<file path="src/wb_dcache_consts.svh">
`ifndef WB_DCACHE_CONSTS_SVH
`define WB_DCACHE_CONSTS_SVH

// Byte address as seen by the load/store unit
`define DCACHE_ADDR_W 32

// Data word exchanged with the load/store unit
`define DCACHE_WORD_W 32

// Line geometry, 4 words of 32 bits make a 16-byte line
`define DCACHE_LINE_WORDS 4

// Direct mapped, one line per index
`define DCACHE_LINES 16

// Index field, log2 of the line count
`define DCACHE_IDX_W 4

// Byte offset inside a line
// Word select and byte select together
`define DCACHE_OFS_W 4

`endif

</file>
<file path="src/wb_dcache_pkg.sv">
`default_nettype none

`include "wb_dcache_consts.svh"

package wb_dcache_pkg;

  // Widths with a meaning of their own
  typedef logic [`DCACHE_ADDR_W-1:0] dcache_addr_t;
  typedef logic [`DCACHE_WORD_W-1:0] dcache_word_t;
  typedef logic [`DCACHE_WORD_W/8-1:0] dcache_sel_t;
  typedef logic [`DCACHE_LINE_WORDS*`DCACHE_WORD_W-1:0] dcache_line_t;
  typedef logic [`DCACHE_IDX_W-1:0] dcache_idx_t;
  typedef logic [`DCACHE_ADDR_W-`DCACHE_IDX_W-`DCACHE_OFS_W-1:0] dcache_tag_t;

  // Load/store unit request, held until ack
  typedef struct packed {
    logic         req;
    logic         w_en;
    dcache_addr_t addr;
    dcache_word_t w_data;
    dcache_sel_t  sel_byte;
  } lsummu2dcache_s;

  // Response back to the load/store unit
  typedef struct packed {
    logic         ack;
    logic         flush_ack;
    dcache_word_t r_data;
  } dcache2lsummu_s;

  // Memory response, read line valid with ack
  typedef struct packed {
    logic         ack;
    dcache_line_t r_data;
  } mem2dcache_s;

  // Line-wide memory request, address is line aligned
  typedef struct packed {
    logic         req;
    logic         w_en;
    dcache_addr_t addr;
    dcache_line_t w_data;
  } dcache2mem_s;

  // Controller states
  typedef enum logic [2:0] {
    IDLE,
    RESPOND,
    WRITEBACK,
    REFILL,
    FLUSH_CHECK,
    FLUSH_WB,
    FLUSH_DONE
  } dcache_state_e;

endpackage

`default_nettype wire

</file>
<file path="src/wb_dcache_controller.sv">
`default_nettype none

`include "wb_dcache_consts.svh"

module wb_dcache_controller (
  input  logic                       clk_i,
  input  logic                       rst_n_i,
  input  logic                       dmem_sel_i,
  input  logic                       dcache_flush_i,

  // Load/store unit strobes
  input  logic                       lsu_req_i,
  input  logic                       lsu_wr_i,
  output logic                       lsu_ack_o,
  output logic                       flush_ack_o,

  // Status from the datapath
  input  logic                       cache_hit_i,
  input  logic                       cache_evict_req_i,

  // Memory strobes
  input  logic                       mem_ack_i,
  output logic                       mem_req_o,
  output logic                       mem_wr_o,

  // Datapath controls
  output logic                       cache_wr_o,
  output logic                       cache_line_wr_o,
  output logic                       cache_line_clean_o,
  output logic                       cache_wrb_req_o,
  output logic                       ack_en_o,
  output wb_dcache_pkg::dcache_idx_t evict_index_o
);

  import wb_dcache_pkg::*;

  localparam dcache_idx_t LAST_LINE = dcache_idx_t'(`DCACHE_LINES - 1);

  dcache_state_e state_q;
  dcache_state_e state_d;
  dcache_idx_t   evict_index_q;
  dcache_idx_t   evict_index_d;
  logic          lsu_valid;
  logic          last_line;

  // Requests aimed at another target are ignored
  assign lsu_valid = lsu_req_i && dmem_sel_i;
  assign last_line = (evict_index_q == LAST_LINE);

  always_comb begin
    state_d            = state_q;
    evict_index_d      = evict_index_q;
    cache_wr_o         = 1'b0;
    cache_line_wr_o    = 1'b0;
    cache_line_clean_o = 1'b0;
    ack_en_o           = 1'b0;

    case (state_q)
      IDLE: begin
        if (lsu_valid) begin
          if (cache_hit_i) begin
            // Hit, store merges now and response word is captured
            ack_en_o   = 1'b1;
            cache_wr_o = lsu_wr_i;
            state_d    = RESPOND;
          end else if (cache_evict_req_i) begin
            state_d = WRITEBACK;
          end else begin
            state_d = REFILL;
          end
        end else if (dcache_flush_i) begin
          evict_index_d = '0;
          state_d       = FLUSH_CHECK;
        end
      end

      RESPOND: begin
        state_d = IDLE;
      end

      // Dirty victim goes out first, then the miss is re-evaluated
      WRITEBACK: begin
        if (mem_ack_i) begin
          cache_line_clean_o = 1'b1;
          state_d            = IDLE;
        end
      end

      REFILL: begin
        if (mem_ack_i) begin
          cache_line_wr_o = 1'b1;
          state_d         = IDLE;
        end
      end

      // Walk every index, one cycle for a clean line
      FLUSH_CHECK: begin
        if (cache_evict_req_i) begin
          state_d = FLUSH_WB;
        end else if (last_line) begin
          state_d = FLUSH_DONE;
        end else begin
          evict_index_d = evict_index_q + 1'b1;
        end
      end

      FLUSH_WB: begin
        if (mem_ack_i) begin
          cache_line_clean_o = 1'b1;
          if (last_line) begin
            state_d = FLUSH_DONE;
          end else begin
            evict_index_d = evict_index_q + 1'b1;
            state_d       = FLUSH_CHECK;
          end
        end
      end

      FLUSH_DONE: begin
        state_d = IDLE;
      end

      default: begin
        state_d = IDLE;
      end
    endcase
  end

  always_ff @(posedge clk_i) begin
    if (!rst_n_i) begin
      state_q       <= IDLE;
      evict_index_q <= '0;
    end else begin
      state_q       <= state_d;
      evict_index_q <= evict_index_d;
    end
  end

  // Strobes decode straight from the state, held while memory is busy
  assign lsu_ack_o       = (state_q == RESPOND);
  assign flush_ack_o     = (state_q == FLUSH_DONE);
  assign mem_req_o       = (state_q == WRITEBACK) || (state_q == REFILL) ||
                           (state_q == FLUSH_WB);
  assign mem_wr_o        = (state_q == WRITEBACK) || (state_q == FLUSH_WB);
  assign cache_wrb_req_o = mem_wr_o;
  assign evict_index_o   = evict_index_q;

endmodule

`default_nettype wire

</file>
<file path="src/wb_dcache_datapath.sv">
`default_nettype none

`include "wb_dcache_consts.svh"

module wb_dcache_datapath (
  input  logic                        clk_i,
  input  logic                        rst_n_i,

  // Controls from the controller
  input  logic                        cache_wr_i,
  input  logic                        cache_line_wr_i,
  input  logic                        cache_line_clean_i,
  input  logic                        cache_wrb_req_i,
  input  logic                        ack_en_i,
  input  logic                        dcache_flush_i,
  input  wb_dcache_pkg::dcache_idx_t  evict_index_i,

  // Load/store unit request fields
  input  wb_dcache_pkg::dcache_addr_t lsu_addr_i,
  input  wb_dcache_pkg::dcache_word_t lsu_wdata_i,
  input  wb_dcache_pkg::dcache_sel_t  sel_byte_i,

  // Line returned by memory
  input  wb_dcache_pkg::dcache_line_t mem_rdata_i,

  // Status to the controller
  output logic                        cache_hit_o,
  output logic                        cache_evict_req_o,

  output wb_dcache_pkg::dcache_word_t lsu_rdata_o,
  output wb_dcache_pkg::dcache_line_t mem_wdata_o,
  output wb_dcache_pkg::dcache_addr_t mem_addr_o
);

  import wb_dcache_pkg::*;

  localparam int BYTES      = `DCACHE_WORD_W / 8;
  localparam int BYTE_OFS_W = $clog2(BYTES);
  localparam int WORD_SEL_W = `DCACHE_OFS_W - BYTE_OFS_W;
  localparam int TAG_W      = $bits(dcache_tag_t);

  // Storage
  dcache_tag_t              tag_array  [`DCACHE_LINES];
  dcache_line_t             data_array [`DCACHE_LINES];
  logic [`DCACHE_LINES-1:0] valid_q;
  logic [`DCACHE_LINES-1:0] dirty_q;

  dcache_tag_t              lsu_tag;
  dcache_idx_t              lsu_idx;
  logic [WORD_SEL_W-1:0]    word_ofs;
  dcache_idx_t              line_idx;
  dcache_line_t             cur_line;
  dcache_line_t             merged_line;
  dcache_word_t             rd_word;

  // Address fields of the request
  assign lsu_tag  = lsu_addr_i[`DCACHE_ADDR_W-1 -: TAG_W];
  assign lsu_idx  = lsu_addr_i[`DCACHE_OFS_W +: `DCACHE_IDX_W];
  assign word_ofs = lsu_addr_i[BYTE_OFS_W +: WORD_SEL_W];

  // The flush walk takes over the victim index
  assign line_idx = dcache_flush_i ? evict_index_i : lsu_idx;

  assign cache_hit_o       = valid_q[lsu_idx] && (tag_array[lsu_idx] == lsu_tag);
  assign cache_evict_req_o = valid_q[line_idx] && dirty_q[line_idx];

  assign cur_line = data_array[lsu_idx];
  assign rd_word  = cur_line[word_ofs*`DCACHE_WORD_W +: `DCACHE_WORD_W];

  // Byte-enable merge into the addressed word of the line
  always_comb begin
    merged_line = cur_line;
    for (int b = 0; b < BYTES; b++) begin
      if (sel_byte_i[b]) begin
        merged_line[word_ofs*`DCACHE_WORD_W + b*8 +: 8] = lsu_wdata_i[b*8 +: 8];
      end
    end
  end

  // Tag and data arrays, response word register
  always_ff @(posedge clk_i) begin
    if (cache_line_wr_i) begin
      data_array[lsu_idx] <= mem_rdata_i;
      tag_array[lsu_idx]  <= lsu_tag;
    end else if (cache_wr_i) begin
      data_array[lsu_idx] <= merged_line;
    end

    if (ack_en_i) begin
      lsu_rdata_o <= rd_word;
    end
  end

  // Valid and dirty bits
  always_ff @(posedge clk_i) begin
    if (!rst_n_i) begin
      valid_q <= '0;
      dirty_q <= '0;
    end else begin
      if (cache_line_wr_i) begin
        valid_q[lsu_idx] <= 1'b1;
        dirty_q[lsu_idx] <= 1'b0;
      end
      if (cache_wr_i) begin
        dirty_q[lsu_idx] <= 1'b1;
      end
      // victim or walked line has been written back
      if (cache_line_clean_i) begin
        dirty_q[line_idx] <= 1'b0;
      end
    end
  end

  // Line aligned memory address, stored tag when writing back
  assign mem_addr_o  = cache_wrb_req_i ?
                       {tag_array[line_idx], line_idx, {`DCACHE_OFS_W{1'b0}}} :
                       {lsu_tag, lsu_idx, {`DCACHE_OFS_W{1'b0}}};
  assign mem_wdata_o = data_array[line_idx];

endmodule

`default_nettype wire

</file>
<file path="src/wb_dcache_top.sv">
`default_nettype none

module wb_dcache_top (
  input  logic                          clk_i,
  input  logic                          rst_n_i,
  input  logic                          dmem_sel_i,
  input  logic                          dcache_flush_i,

  // Load/store unit side
  input  wb_dcache_pkg::lsummu2dcache_s lsummu2dcache_i,
  output wb_dcache_pkg::dcache2lsummu_s dcache2lsummu_o,

  // Memory side
  input  wb_dcache_pkg::mem2dcache_s    mem2dcache_i,
  output wb_dcache_pkg::dcache2mem_s    dcache2mem_o
);

  import wb_dcache_pkg::*;

  logic         cache_hit;
  logic         cache_evict_req;
  logic         cache_wr;
  logic         cache_line_wr;
  logic         cache_line_clean;
  logic         cache_wrb_req;
  logic         ack_en;
  dcache_idx_t  evict_index;

  logic         lsu_ack;
  logic         flush_ack;
  dcache_word_t lsu_rdata;
  logic         mem_req;
  logic         mem_wr;
  dcache_addr_t mem_addr;
  dcache_line_t mem_wdata;

  wb_dcache_controller u_controller (
    .clk_i              (clk_i),
    .rst_n_i            (rst_n_i),
    .dmem_sel_i         (dmem_sel_i),
    .dcache_flush_i     (dcache_flush_i),
    .lsu_req_i          (lsummu2dcache_i.req),
    .lsu_wr_i           (lsummu2dcache_i.w_en),
    .lsu_ack_o          (lsu_ack),
    .flush_ack_o        (flush_ack),
    .cache_hit_i        (cache_hit),
    .cache_evict_req_i  (cache_evict_req),
    .mem_ack_i          (mem2dcache_i.ack),
    .mem_req_o          (mem_req),
    .mem_wr_o           (mem_wr),
    .cache_wr_o         (cache_wr),
    .cache_line_wr_o    (cache_line_wr),
    .cache_line_clean_o (cache_line_clean),
    .cache_wrb_req_o    (cache_wrb_req),
    .ack_en_o           (ack_en),
    .evict_index_o      (evict_index)
  );

  wb_dcache_datapath u_datapath (
    .clk_i              (clk_i),
    .rst_n_i            (rst_n_i),
    .cache_wr_i         (cache_wr),
    .cache_line_wr_i    (cache_line_wr),
    .cache_line_clean_i (cache_line_clean),
    .cache_wrb_req_i    (cache_wrb_req),
    .ack_en_i           (ack_en),
    .dcache_flush_i     (dcache_flush_i),
    .evict_index_i      (evict_index),
    .lsu_addr_i         (lsummu2dcache_i.addr),
    .lsu_wdata_i        (lsummu2dcache_i.w_data),
    .sel_byte_i         (lsummu2dcache_i.sel_byte),
    .mem_rdata_i        (mem2dcache_i.r_data),
    .cache_hit_o        (cache_hit),
    .cache_evict_req_o  (cache_evict_req),
    .lsu_rdata_o        (lsu_rdata),
    .mem_wdata_o        (mem_wdata),
    .mem_addr_o         (mem_addr)
  );

  // Pack the outgoing structs
  assign dcache2lsummu_o = '{ack: lsu_ack, flush_ack: flush_ack, r_data: lsu_rdata};
  assign dcache2mem_o    = '{req: mem_req, w_en: mem_wr, addr: mem_addr, w_data: mem_wdata};

endmodule

`default_nettype wire

</file>
<file path="config.mk">
export PLATFORM = sky130hd
export DESIGN_NAME = wb_dcache_top
export DESIGN_NICKNAME = d
export VERILOG_FILES = /design/src/wb_dcache_pkg.sv /design/src/wb_dcache_controller.sv /design/src/wb_dcache_datapath.sv /design/src/wb_dcache_top.sv
export VERILOG_INCLUDE_DIRS = /design/src
export SDC_FILE = /design/constraint.sdc
export NUM_CORES = 2
export LEC_CHECK = 0
export BUFFER_PORTS_ARGS = -buffer_cell sky130_fd_sc_hd__buf_4
export CAP_MARGIN = 20
export CORE_MARGIN = 2
export CORE_UTILIZATION = 37
export CTS_BUF_LIST = sky130_fd_sc_hd__clkbuf_4 sky130_fd_sc_hd__clkbuf_8 sky130_fd_sc_hd__clkbuf_16
export CTS_CLUSTER_SIZE = 14
export DETAILED_ROUTE_END_ITERATION = 16
export PLACE_DENSITY = 0.57
export SLEW_MARGIN = 5
export SYNTH_ARGS = -nofsm -noshare
export SYNTH_HDL_FRONTEND = slang
export SYNTH_SLANG_ARGS = --single-unit
export TNS_END_PERCENT = 5
</file>
<file path="constraint.sdc">
create_clock -name clk_i -period 19.5 [get_ports clk_i]
set_clock_uncertainty 0.05 [all_clocks]
set_input_delay 1.95 -clock clk_i [delete_from_list [all_inputs] [get_ports clk_i]]
set_output_delay 1.95 -clock clk_i [all_outputs]
set_load 0.05 [all_outputs]
</file>
==> out/metrics.csv <==
metric,value,unit
yosysSeqAreaShare,0.632,
grt_max_degree,100,
cts_tree,yes,
multi_input_comb_area,0.0418,mm2
synth_area,0.118,mm2
fill_cells,27700,
grt_util_all_layers,0.250,
globalplace.congestion,0.823,
cts_sinks,2503,
vias_per_cell,6.40,
max_freq,105,MHz
grt_pass1_vias,69700,
path_delay_family,buffers and inverters,
critPathArrivalTime,7.54,ns
die_h,570,um
grt_pass1_wl,566,mm
ios,399,
worst_skew_pair.late_latency,0.92,ns
crit_top_cell,buf_4,
tns,0,ns
rsz0062_at_grt,false,
worst_pin_slew,1.36,ns
antenna_found_initial,53,
drive_gt1_frac,0.377,
avgSynthCellArea,19.4,um2
maxCapViolations,0,
drt-total-wl,412,mm
cp-start-kind,primary input,
post-cts-setup-buffer-count,0,
run_status,completed,
ys_ff_latch,2503,
ir_drop,80.7,uV
chipWidth,570,um
dp_hpwl,240,mm
cts_buffer_depth,4,
hold_buffers,0,
p_per_area,92.4,mW/mm2
htreeDepth,5,
finalSetupViolCount,0,
synth_cells,6109,
wl_per_cell,37.9,um
cts_root_buf,clkbuf_16,
fin_nets,6689,
total_leakage_power,0.0433,uW
drtIter0Drc,9594,
relSlewSlack,0.0951,
cts_buffers,284,
dpl.cell_count,10400,
num_rows,207,
synth-edff-count,2464,
final-seq-area,0.0748,mm2
stdcell_count,10900,
crit_buf_inv,6,
ys.flop_type,edfxtp_1,
utilization,0.425,
cp_cell_sequence,"buf_8, inv_2, o21ai_4, buf_4, buf_4, buf_4, nand2_1, a31oi_1, buf_4",
hold_class,reg2reg,
initial_utilization,0.372,
total_power,12500,uW
grt-ovfl-total,0,
cp.required,17.50,ns
crit_type,in2out,
min_period,9.54,ns
path_clk_slew,0.07,ns
die_area,0.324,mm2
slowest_delay,0.97,ns
slew_violations,0,
min_period_over_period,0.489,
yosysWarnings,0,
num_vias,69800,
synthArstFlopShare,0,
synth_cell_type_count,66,
cp-end-kind,primary output,
drc,0,
portBuffers,392,
firstDrtPassIters,6,
path_max_fanout,53,
crit_slowest_cell,a31oi_1,
core_area,0.318,mm2
hold_violations,0,
area_growth_syn_to_layout,14.3,%
ant_nets,0,
cts_resized,0,
layout make-up:
class,count,share of cell area
diodes,24,0.000444
flip-flops and latches,2503,0.553
inverters,22,0.000666
well taps,4180,0.0387
clock inverters,145,0.00921
repair buffers,555,0.0327
clock buffers,351,0.0567
multi-input cells,3114,0.309
path summary, 6_finish.rpt:
| kind | cells after the start | start | to | slack (ns) |
|---|---|---|---|---|
| hold reg to reg | 2 | u_datapath.dirty_q[11] | u_datapath.dirty_q[11] | 0.44 |
| setup / recovery | 9 | lsummu2dcache_i[42] | dcache2mem_o[96] | 9.96 |
| setup reg to reg | 12 | u_datapath.tag_array[7][13] | u_datapath.data_array[3][96] | 13.53 |
| hold / removal | 2 | u_datapath.dirty_q[11] | u_datapath.dirty_q[11] | 0.44 |
flip-flops by register name (all words and copies together), names as in the netlist:
register / flops
u_datapath.valid_q: 16
u_datapath.tag_array: 384
u_controller.evict_index_o: 4
u_controller.state_q: 3
u_datapath.data_array: 2048
u_datapath.lsu_rdata_o: 32
u_datapath.dirty_q: 16
routing by layer:
layer  global-route usage  routed length (um)  vias to the layer above
met5                    0                 443                        -
met4                0.110               20200                       66
met2                0.396              195000                     3952
met1                0.333              157000                    38100
met3               0.0536               39600                      765
li1                     -                   -                    26900
worst register-to-register path, cell delays in order (launching register included):
cell	delay [ns]
edfxtp_1	0.38
mux4_2	0.53
a22o_1	0.32
nor4_1	0.26
nand4_1	0.18
a2111o_1	0.40
nor4_4	0.28
buf_4	0.32
nand4_1	0.30
o21ai_4	0.11
buf_4	0.59
buf_4	0.89
buf_4	0.95
logic make-up (layout without fill, tap and decap cells):
group | Yosys count | count (layout) | share of synthesized area
muxes | 1571 | 1571 | 0.282
buffers and inverters | 495 | 1073 | 0.0185
xor gates and xnor gates | 21 | 21 | 0.00155
AOI/OAI and AO/OA | 438 | 438 | 0.0259
DFF | 2503 | 2503 | 0.632
other | 1 | 28 | 0.0000317
adders and majority gates | 6 | 6 | 0.000634
and+or+nand+nor | 1074 | 1074 | 0.0397
through the flow:
| stage | setup slack, ns | area, um2 | hold slack [ns] |
|---|---|---|---|
| floorplan | 5.49 | 118000 | 0.402 |
| global placement | 9.83 | 126000 | 0.424 |
| detailed placement | 9.87 | 126000 | 0.426 |
| CTS | 9.86 | 135000 | 0.433 |
| global route | 9.63 | 135000 | 0.453 |
| finish | 9.96 | 135000 | 0.438 |
placed cells by master, fill, tap and decap left out, types with 75 or more instances in the layout:
master	instances
edfxtp_1	2464
mux4_2	1368
nand2_1	683
buf_4	533
clkbuf_16	286
and3_1	134
a22o_1	134
a31oi_1	129
mux2_4	100
nand3_1	96
nor2_1	75
power by group:
part	leakage (uW)	switching, uW	internal (uW)
combinational	0.0164	869	518
clock	0.00445	2220	2980
sequential	0.0225	1.52	5910
total	0.0433	3090	9400
cell usage after synthesis (3+ instances only):
| cell | count | area share |
|---|---|---|
| a211oi_1 | 3 | 0.00019 |
| a21oi_1 | 33 | 0.0014 |
| a221oi_1 | 5 | 0.00037 |
| a22o_1 | 134 | 0.0099 |
| a22oi_1 | 22 | 0.0014 |
| a31oi_1 | 129 | 0.0068 |
| and3_1 | 134 | 0.0071 |
| buf_1 | 72 | 0.0023 |
| buf_2 | 82 | 0.0035 |
| buf_4 | 14 | 0.00089 |
| buf_6 | 22 | 0.0021 |
| clkbuf_1 | 282 | 0.0089 |
| dfxtp_1 | 39 | 0.0066 |
| edfxtp_1 | 2464 | 0.63 |
| ha_1 | 6 | 0.00063 |
| inv_1 | 18 | 0.00057 |
| mux2_1 | 20 | 0.0019 |
| mux2_2 | 12 | 0.0011 |
| mux2_4 | 100 | 0.013 |
| mux2i_1 | 71 | 0.0060 |
| mux4_2 | 1368 | 0.26 |
| nand2_1 | 683 | 0.022 |
| nand2b_1 | 5 | 0.00026 |
| nand3_1 | 97 | 0.0041 |
| nand4_1 | 26 | 0.0014 |
| nor2_1 | 92 | 0.0029 |
| nor2b_1 | 5 | 0.00026 |
| nor3_1 | 8 | 0.00034 |
| nor4b_1 | 3 | 0.00022 |
| o211ai_1 | 3 | 0.00019 |
| o21a_1 | 5 | 0.00032 |
| o21ai_0 | 72 | 0.0030 |
| o22ai_1 | 9 | 0.00048 |
| o31a_1 | 3 | 0.00022 |
| or2_2 | 6 | 0.00032 |
| xnor2_1 | 11 | 0.00081 |
| xor2_1 | 10 | 0.00074 |
Power figures use the tool's default switching activity.
